**config.mk**
```make
export PLATFORM = sky130hd
export DESIGN_NAME = lsu_store
export DESIGN_NICKNAME = d
export VERILOG_FILES = /design/src/source/lsu_pkg.sv /design/src/source/dcache_writer.sv /design/src/source/load_dependency.sv /design/src/source/lsu_store.sv /design/src/source/uncached_port.sv /design/src/source/write_buffer.sv
export VERILOG_INCLUDE_DIRS = /design/src /design/src/source
export SDC_FILE = /design/constraint.sdc
export NUM_CORES = 2
export LEC_CHECK = 0
export BUFFER_PORTS_ARGS = -buffer_cell sky130_fd_sc_hd__clkbuf_2
export CELL_PAD_IN_SITES_DETAIL_PLACEMENT = 1
export CELL_PAD_IN_SITES_GLOBAL_PLACEMENT = 1
export CORE_MARGIN = 2
export CORE_UTILIZATION = 45
export DETAILED_ROUTE_END_ITERATION = 8
export PLACE_DENSITY_LB_ADDON = 0.25
export SLEW_MARGIN = 0
export SYNTH_ARGS = -nofsm -noshare
export SYNTH_HDL_FRONTEND = slang
export SYNTH_SLANG_ARGS = --single-unit
```
**constraint.sdc**
```tcl
create_clock -name g -period 10.7 [get_ports g]
set_input_delay 2.14 -clock g [delete_from_list [all_inputs] [get_ports g]]
set_output_delay 2.14 -clock g [all_outputs]
set_load 0.02 [all_outputs]
```
**src/source/lsu_defines.svh**
```systemverilog
`ifndef LSU_DEFINES_SVH
`define LSU_DEFINES_SVH

// write buffer geometry
`define WBUF_DEPTH    8
`define WBUF_PTR_BITS 3

// data cache geometry, 16-byte lines
`define DC_LINES      8

// line fill length in cycles
`define FILL_CYCLES   6

`endif

```
**src/source/lsu_pkg.sv**
```systemverilog
package lsu_pkg;

`include "lsu_defines.svh"

    typedef logic [31:0] addr_t;                     // byte address
    typedef logic [31:0] word_t;                     // store datum
    typedef logic [27:0] line_addr_t;                // addr[31:4]
    typedef logic [6:0]  store_id_t;                 // instruction tag
    typedef logic [`WBUF_DEPTH-1:0] entry_mask_t;    // one bit per entry

    typedef enum logic [1:0] {
        size_byte,
        size_half,
        size_word
    } access_size_t;

    typedef enum logic {
        fill_idle,
        fill_busy
    } fill_state_t;

endpackage

```
**src/source/dcache_writer.sv**
```systemverilog
`timescale 1ns/1ps
`include "lsu_defines.svh"

module dcache_writer (
    input  logic                     g,
    input  logic                     reset,
    input  logic                     dc_w,
    input  lsu_pkg::addr_t           st_addr,
    input  lsu_pkg::word_t           st_data,
    input  lsu_pkg::access_size_t    st_size,
    input  lsu_pkg::addr_t           lookup_addr,
    output logic                     dc_ready,
    output logic                     dc_done,
    output logic                     dc_hit,
    output logic                     dc_fill_done,
    output lsu_pkg::line_addr_t      dc_fill_line,
    output logic                     lookup_hit,
    output lsu_pkg::word_t           lookup_data
);
    import lsu_pkg::*;

    localparam int IDX_BITS = $clog2(`DC_LINES);
    localparam int TAG_BITS = 28 - IDX_BITS;
    localparam int CNT_BITS = $clog2(`FILL_CYCLES + 1);

    logic [TAG_BITS-1:0]  tags  [`DC_LINES];
    logic [127:0]         lines [`DC_LINES];
    logic [`DC_LINES-1:0] tag_valid;

    fill_state_t         state;
    logic [CNT_BITS-1:0] fill_cnt;

    logic [IDX_BITS-1:0] st_idx, fill_idx, lk_idx;
    logic                st_hit, issue, fill_end;
    logic [3:0]          byte_en;
    word_t               lane_data, old_word, new_word;

    assign st_idx   = st_addr[4 +: IDX_BITS];
    assign fill_idx = dc_fill_line[IDX_BITS-1:0];
    assign st_hit   = tag_valid[st_idx] & (tags[st_idx] == st_addr[31 -: TAG_BITS]);
    assign dc_ready = (state == fill_idle);
    assign issue    = dc_w & dc_ready;
    assign fill_end = (state == fill_busy) & (fill_cnt == '0);

    // byte lanes touched by the store
    always_comb
    begin
        case (st_size)
            size_byte: byte_en = 4'b0001 << st_addr[1:0];
            size_half: byte_en = 4'b0011 << {st_addr[1], 1'b0};
            default:   byte_en = 4'b1111;
        endcase
        case (st_size)
            size_byte: lane_data = {4{st_data[7:0]}};
            size_half: lane_data = {2{st_data[15:0]}};
            default:   lane_data = st_data;
        endcase
        old_word = lines[st_idx][st_addr[3:2]*32 +: 32];
        for (int b = 0; b < 4; b++)
            new_word[b*8 +: 8] = byte_en[b] ? lane_data[b*8 +: 8] : old_word[b*8 +: 8];
    end

    always_ff @(posedge g)
    begin
        if (reset)
        begin
            state        <= fill_idle;
            fill_cnt     <= '0;
            tag_valid    <= '0;
            dc_done      <= 1'b0;
            dc_hit       <= 1'b0;
            dc_fill_done <= 1'b0;
            dc_fill_line <= '0;
        end
        else
        begin
            dc_done      <= issue;
            dc_hit       <= issue & st_hit;
            dc_fill_done <= fill_end;
            if (issue & ~st_hit)
            begin
                state        <= fill_busy;
                fill_cnt     <= CNT_BITS'(`FILL_CYCLES - 1);
                dc_fill_line <= st_addr[31:4];
            end
            else if (fill_end)
            begin
                state               <= fill_idle;
                tag_valid[fill_idx] <= 1'b1;
            end
            else if (state == fill_busy)
                fill_cnt <= fill_cnt - 1'b1;
        end
    end

    // arrays, fill brings in a zero line
    always_ff @(posedge g)
    begin
        if (fill_end)
        begin
            tags[fill_idx]  <= dc_fill_line[27 -: TAG_BITS];
            lines[fill_idx] <= '0;
        end
        else if (issue & st_hit)
            lines[st_idx][st_addr[3:2]*32 +: 32] <= new_word;
    end

    assign lk_idx      = lookup_addr[4 +: IDX_BITS];
    assign lookup_hit  = tag_valid[lk_idx] & (tags[lk_idx] == lookup_addr[31 -: TAG_BITS]);
    assign lookup_data = lines[lk_idx][lookup_addr[3:2]*32 +: 32];

endmodule

```
**src/source/load_dependency.sv**
```systemverilog
`timescale 1ns/1ps

module load_dependency (
    input  logic                     g,
    input  logic                     reset,
    input  logic                     load_req,
    input  lsu_pkg::entry_mask_t     rely,
    input  lsu_pkg::entry_mask_t     cur,
    output logic                     load_wait
);
    import lsu_pkg::*;

    entry_mask_t mask;      // stores the last load still waits on

    // ************************************************************************
    // a new query replaces the mask, otherwise retired entries drop out
    // ************************************************************************

    always_ff @(posedge g)
    begin
        if (reset)
            mask <= '0;
        else if (load_req)
            mask <= rely;
        else
            mask <= mask & cur;
    end

    assign load_wait = |mask;

endmodule

```
**src/source/lsu_store.sv**
```systemverilog
`timescale 1ns/1ps

module lsu_store (
    input  logic                     g,
    input  logic                     reset,
    input  logic                     req,
    input  logic                     load_req,
    input  lsu_pkg::addr_t           addr,
    input  lsu_pkg::word_t           data,
    input  lsu_pkg::access_size_t    size,
    input  lsu_pkg::store_id_t       id,
    input  logic                     cache,
    input  logic                     com,
    input  logic                     com1,
    input  logic                     rb,
    input  logic                     bus_ready,
    input  lsu_pkg::addr_t           lookup_addr,
    output logic                     busy,
    output logic                     load_wait,
    output logic                     bus_w,
    output lsu_pkg::addr_t           bus_addr,
    output lsu_pkg::word_t           bus_data,
    output lsu_pkg::access_size_t    bus_size,
    output logic                     lookup_hit,
    output lsu_pkg::word_t           lookup_data
);
    import lsu_pkg::*;

    // head of buffer, shared by the cache and uncached paths
    logic         dc_w, uc_w;
    addr_t        st_addr;
    word_t        st_data;
    access_size_t st_size;

    logic       dc_ready, dc_done, dc_hit, dc_fill_done;
    line_addr_t dc_fill_line;
    logic       uc_accept;

    entry_mask_t rely, cur;

    write_buffer u_wbuf (
        .g            (g),
        .reset        (reset),
        .req          (req),
        .addr         (addr),
        .data         (data),
        .size         (size),
        .id           (id),
        .cache        (cache),
        .com          (com),
        .com1         (com1),
        .rb           (rb),
        .dc_ready     (dc_ready),
        .dc_done      (dc_done),
        .dc_hit       (dc_hit),
        .dc_fill_done (dc_fill_done),
        .dc_fill_line (dc_fill_line),
        .uc_accept    (uc_accept),
        .busy         (busy),
        .dc_w         (dc_w),
        .uc_w         (uc_w),
        .st_addr      (st_addr),
        .st_data      (st_data),
        .st_size      (st_size),
        .rely         (rely),
        .cur          (cur)
    );

    dcache_writer u_dcache (
        .g            (g),
        .reset        (reset),
        .dc_w         (dc_w),
        .st_addr      (st_addr),
        .st_data      (st_data),
        .st_size      (st_size),
        .lookup_addr  (lookup_addr),
        .dc_ready     (dc_ready),
        .dc_done      (dc_done),
        .dc_hit       (dc_hit),
        .dc_fill_done (dc_fill_done),
        .dc_fill_line (dc_fill_line),
        .lookup_hit   (lookup_hit),
        .lookup_data  (lookup_data)
    );

    uncached_port u_uport (
        .g         (g),
        .reset     (reset),
        .uc_w      (uc_w),
        .st_addr   (st_addr),
        .st_data   (st_data),
        .st_size   (st_size),
        .bus_ready (bus_ready),
        .uc_accept (uc_accept),
        .bus_w     (bus_w),
        .bus_addr  (bus_addr),
        .bus_data  (bus_data),
        .bus_size  (bus_size)
    );

    load_dependency u_ldep (
        .g         (g),
        .reset     (reset),
        .load_req  (load_req),
        .rely      (rely),
        .cur       (cur),
        .load_wait (load_wait)
    );

endmodule

```
**src/source/uncached_port.sv**
```systemverilog
`timescale 1ns/1ps

module uncached_port (
    input  logic                     g,
    input  logic                     reset,
    input  logic                     uc_w,
    input  lsu_pkg::addr_t           st_addr,
    input  lsu_pkg::word_t           st_data,
    input  lsu_pkg::access_size_t    st_size,
    input  logic                     bus_ready,
    output logic                     uc_accept,
    output logic                     bus_w,
    output lsu_pkg::addr_t           bus_addr,
    output lsu_pkg::word_t           bus_data,
    output lsu_pkg::access_size_t    bus_size
);

    logic load;

    // only pick up a store while the port is empty
    assign load      = uc_w & ~bus_w;
    assign uc_accept = bus_w & bus_ready;

    always_ff @(posedge g)
    begin
        if (reset)
            bus_w <= 1'b0;
        else if (uc_accept)
            bus_w <= 1'b0;          // buffer drops the entry on this edge
        else if (load)
            bus_w <= 1'b1;
    end

    // fields hold until the bus takes them
    always_ff @(posedge g)
    begin
        if (load)
        begin
            bus_addr <= st_addr;
            bus_data <= st_data;
            bus_size <= st_size;
        end
    end

endmodule

```
**src/source/write_buffer.sv**
```systemverilog
`timescale 1ns/1ps
`include "lsu_defines.svh"

module write_buffer (
    input  logic                     g,
    input  logic                     reset,
    input  logic                     req,
    input  lsu_pkg::addr_t           addr,
    input  lsu_pkg::word_t           data,
    input  lsu_pkg::access_size_t    size,
    input  lsu_pkg::store_id_t       id,
    input  logic                     cache,
    input  logic                     com,
    input  logic                     com1,
    input  logic                     rb,
    input  logic                     dc_ready,
    input  logic                     dc_done,
    input  logic                     dc_hit,
    input  logic                     dc_fill_done,
    input  lsu_pkg::line_addr_t      dc_fill_line,
    input  logic                     uc_accept,
    output logic                     busy,
    output logic                     dc_w,
    output logic                     uc_w,
    output lsu_pkg::addr_t           st_addr,
    output lsu_pkg::word_t           st_data,
    output lsu_pkg::access_size_t    st_size,
    output lsu_pkg::entry_mask_t     rely,
    output lsu_pkg::entry_mask_t     cur
);
    import lsu_pkg::*;

    // per-entry control flags
    logic [`WBUF_DEPTH-1:0] valid;
    logic [`WBUF_DEPTH-1:0] comm;
    logic [`WBUF_DEPTH-1:0] issued;
    logic [`WBUF_DEPTH-1:0] cacheable;

    // per-entry payload
    store_id_t    ent_id   [`WBUF_DEPTH];
    addr_t        ent_addr [`WBUF_DEPTH];
    access_size_t ent_size [`WBUF_DEPTH];
    word_t        ent_data [`WBUF_DEPTH];

    logic [`WBUF_PTR_BITS-1:0] wptr, cptr, cptr1, fptr;

    logic take;
    logic do_com, do_dcom;
    logic single_ok, double_ok;
    logic finish;
    logic head_ready;
    logic refill;

    assign take      = req & ~busy;
    assign do_com    = (com | com1) & ~rb;
    assign do_dcom   = com & com1 & ~rb;
    assign double_ok = do_dcom & valid[cptr] & valid[cptr1];
    assign single_ok = do_com & valid[cptr];

    // head entry leaves on a cache hit or on uncached acceptance
    assign finish = valid[fptr] &
                    ((dc_done & dc_hit & cacheable[fptr]) | (uc_accept & ~cacheable[fptr]));

    assign refill = dc_fill_done & (dc_fill_line == ent_addr[fptr][31:4]);

    // ************************************************************************
    // pointers
    // ************************************************************************

    always_ff @(posedge g)
    begin
        if (reset)
            wptr <= '0;
        else if (rb)
            wptr <= cptr;               // drop everything past the commit point
        else if (take)
            wptr <= wptr + 1'b1;
    end

    always_ff @(posedge g)
    begin
        if (reset)
        begin
            cptr  <= '0;
            cptr1 <= `WBUF_PTR_BITS'(1);
        end
        else if (double_ok)
        begin
            cptr  <= cptr + `WBUF_PTR_BITS'(2);
            cptr1 <= cptr + `WBUF_PTR_BITS'(3);
        end
        else if (single_ok)
        begin
            cptr  <= cptr + `WBUF_PTR_BITS'(1);
            cptr1 <= cptr + `WBUF_PTR_BITS'(2);
        end
    end

    always_ff @(posedge g)
    begin
        if (reset)
            fptr <= '0;
        else if (finish)
            fptr <= fptr + 1'b1;
    end

    // ************************************************************************
    // entries
    // ************************************************************************

    for (genvar i = 0; i < `WBUF_DEPTH; i++)
    begin : g_entry
        logic wr_here;
        assign wr_here = take & (wptr == i);

        always_ff @(posedge g)
        begin
            if (reset)
            begin
                valid[i]  <= 1'b0;
                comm[i]   <= 1'b0;
                issued[i] <= 1'b0;
            end
            else
            begin
                if (rb & ~comm[i])
                    valid[i] <= 1'b0;
                else if (finish & (fptr == i))
                    valid[i] <= 1'b0;
                else if (wr_here)
                    valid[i] <= 1'b1;

                if (wr_here)
                    comm[i] <= 1'b0;
                else if ((double_ok & (cptr1 == i)) | (single_ok & (cptr == i)))
                    comm[i] <= 1'b1;

                if (wr_here)
                    issued[i] <= 1'b0;
                else if (refill & (fptr == i))
                    issued[i] <= 1'b0;      // line is in so reissue
                else if (dc_w & dc_ready & (fptr == i))
                    issued[i] <= 1'b1;
            end
        end

        always_ff @(posedge g)
        begin
            if (wr_here)
            begin
                ent_id[i]    <= id;
                ent_addr[i]  <= addr;
                ent_size[i]  <= size;
                ent_data[i]  <= data;
                cacheable[i] <= cache;
            end
        end

        // stores a load on addr must wait behind
        assign rely[i] = cache ?
            (valid[i] & cacheable[i] & (ent_addr[i][31:2] == addr[31:2])) :
            (valid[i] & ~cacheable[i]);
        assign cur[i] = valid[i];
    end

    assign busy = valid[wptr] | rb;

    assign head_ready = valid[fptr] & comm[fptr] & ~issued[fptr];
    assign dc_w    = head_ready & cacheable[fptr];
    assign uc_w    = head_ready & ~cacheable[fptr];
    assign st_addr = ent_addr[fptr];
    assign st_data = ent_data[fptr];
    assign st_size = ent_size[fptr];

endmodule
```
==> flow_summary_export.csv <==
group,metric,value,unit
critical_path,max_stage_delay,1000,ps
logic_synthesis,synth-edff-count,1826,
floorplanning,start_util,0.452,
floorplanning,die_h,449,um
logic_synthesis,synth_fp_nets,6204,
run_status,status,"completed",
power_and_ir_drop,finalPower,16.3,mW
detailed_routing,vias,57800,
power_and_ir_drop,peakVddDrop,0.000175,V
timing,whs,494,ps
logic_synthesis,syn_area_per_cell,14.7,um^2
logic_synthesis,synthDistinctLibCells,70,
clock_tree,clkLatencyLatePin,880,ps
cells_and_area,multiInputGateArea,30800,um^2
critical_path,path_cells,"mux2i_1 -> mux4_4 -> clkinv_8 -> nor2_2 -> buf_4 -> a32oi_1 -> and3_1 -> nor4_1 -> nand4_1 -> nor4_4 -> mux2i_1 -> nor2_4 -> buf_4",
clock_tree,hold_buffers,0,
logic_synthesis,synth_cells,6064,
critical_path,cp.arrival,8370,ps
detailed_routing,wl,297000,um
clock_tree,numCtsBuffers,199,
detailed_routing,antenna_left,0,
detailed_routing,drc,0,
clock_tree,cts_setup_buffers,0,
timing,maxSlewViolCount,0,
cells_and_area,syn2layout_area_growth,12.6,%
logic_synthesis,synth-main-ff-cell,"edfxtp_1",
detailed_routing,wire_per_inst,33.0,um
timing,finalHoldViolCount,0,
critical_path,start_kind,"register",
cells_and_area,drive_gt1_frac,0.211,
floorplanning,die_w,449,um
timing,slew_headroom,0.151,
cells_and_area,final_cell_area,100000,um^2
critical_path,worstSetupPathType,"reg2reg",
global_routing,grt_usage,0.290,
logic_synthesis,synthTopCellsByArea,"edfxtp_1 (62%), mux4_2 (13%), nand2_1 (4.6%)",
cells_and_area,fillers,18900,
placement,dpl_cell_area,93600,um^2
placement,io_buffers,206,
floorplanning,ios,216,
power_and_ir_drop,power.density,162,nW/um^2
critical_path,crit_slowest_cell,"nor2_4",
floorplanning,rows,163,
power_and_ir_drop,leakage,32.4,nW
critical_path,required,11220,ps
timing,timing.final.crit_share,0.733,
logic_synthesis,synth_warnings,0,
global_routing,grt_max_degree,149,
placement,place_inst,8636,
timing,finClkSkew,46.6,ps
timing,rsz0062_at_grt,"no",
logic_synthesis,yosysTopAreaCellShare,0.615,
timing,setup_violations,0,
global_routing,grt_pass1_vias,59800,
cells_and_area,fin_cells,9006,
global_routing,grt_pass1_wl,425000,um
floorplanning,die-area,202000,um^2
logic_synthesis,seq_area_frac_synth,0.636,
clock_tree,cts-root-buf,"clkbuf_16",
timing,worst_slew_pin_slew,1270,ps
clock_tree,cts_sinks,1917,
timing,period_needed,7840,ps
clock_tree,cts_tree,"yes",
timing,clock.fmax,127,MHz
logic_synthesis,synth_most_common_cell,"edfxtp_1",
detailed_routing,via_per_inst,6.42,
timing,setup_tns,0,ps
logic_synthesis,async_flop_share,0,
clock_tree,cts_htree_levels,4,
critical_path,critPathMaxFanout,68,
logic_synthesis,syn_area,89100,um^2
floorplanning,core_area,197000,um^2
flow_run,maxCapViolCount,0,
global_routing,gr-total-overflow,0,
cells_and_area,fin_nets,6337,
placement,routabilityCongestion,0.843,
global_routing,antenna_found_initial,18,
logic_synthesis,yosys-top-cells-count,"edfxtp_1 (1826), nand2_1 (1104), mux4_2 (525), clkbuf_1 (321), nand3_1 (248)",
placement,dp_hpwl,177000,um
logic_synthesis,yosysTopAreaCell,"edfxtp_1",
clock_tree,cts.clk_slew.worst_paths,60,ps
min_path,hold_path.class,"reg2reg",
clock_tree,cts_resized,0,
critical_path,end_kind,"register",
detailed_routing,drtIter0Drc,6584,
detailed_routing,drt_pass1_iterations,5,
clock_tree,cts_buffer_depth,3,
cells_and_area,seqCellArea,56700,um^2
logic_synthesis,synth_seq_cells,1917,
-- path summary, 6_finish.rpt --
check | from | to | slack [ps] | cells after the start
max | register | u_dcache.lines[3][104] | 2860 | 13
min | u_ldep.mask[0] | u_ldep.mask[0] | 490 | 2
max reg2reg | register | u_dcache.lines[3][104] | 2860 | 13
min reg2reg | u_ldep.mask[0] | u_ldep.mask[0] | 490 | 2
-- critical path, delay by kind of cell, from the launching register on --
kind                   cells  cell delay, ps
multiplexers               3            1570
AO/OA/AOI/OAI              1             140
flip-flops                 1             850
buffers and inverters      3            1240
AND/OR/NAND/NOR            6            3580
-- layout by cell type, fill, tap and decap left out, drive strengths merged, types with 72 or more instances in the layout --
cell	synthesis	final
nand3	248	248
buf	125	177
a21oi	112	112
xnor2	72	72
and3	153	153
a311oi	231	231
clkbuf	321	449
dfxtp	91	91
edfxtp	1826	1826
mux2i	192	192
inv	76	83
clkinv	2	81
nor2	182	182
mux4	525	525
nor3	86	86
xor2	227	227
nand2	1104	1104
-- report_power, final --
part	switching, mW	total (mW)	internal, mW
Sequential	0.0108	8.16	8.15
Combinational	0.622	0.927	0.305
Clock	2.99	7.19	4.20
Total	3.62	16.3	12.7
-- registers in the layout, indices dropped and copies added (netlist names), 16 cells and up, named ones only --
signal,flops
u_dcache.lines,1024
u_wbuf.ent_addr,256
u_wbuf.ent_data,256
u_dcache.tags,200
u_uport.bus_addr,32
u_uport.bus_data,32
u_dcache.dc_fill_line,28
u_wbuf.ent_size,16
-- routing by layer --
metal / part of all wire / track usage / up-vias
met5: 0.00039 / 0 / -
met4: 0.041 / 0.116 / 18
met3: 0.083 / 0.0498 / 635
met2: 0.48 / 0.474 / 2809
met1: 0.39 / 0.387 / 30500
li1: - / - / 23900
-- cell type report --
cell class,instances,share of cell area
flip-flops and latches,1917,0.565
clock inverters,118,0.0147
inverters,78,0.00323
clock buffers,248,0.0520
diodes,4,0.0000998
multi-input cells,3623,0.307
well taps,2640,0.0329
repair buffers,378,0.0254
-- kinds of logic (layout without fill, tap and decap cells) --
family                     Yosys count  count (layout)  synth area share
buffers and inverters              524             822            0.0235
AOI/OAI and AO/OA                  538             538            0.0457
other                                0               4                 0
DFF                               1917            1917             0.636
and+or+nand+nor                   1986            1986             0.100
adders and majority gates           26              26           0.00365
xor gates and xnor gates           299             299            0.0294
muxes                              774             774             0.162
-- metrics by stage --
stage / setup WS, ps / util
global route: 2550 / 0.509
finish: 2860 / 0.509
CTS: 2850 / 0.509
global placement: 2880 / 0.475
detailed placement: 2890 / 0.475
floorplan: 3410 / -
Note: power is estimated with default switching activity, not from simulation.
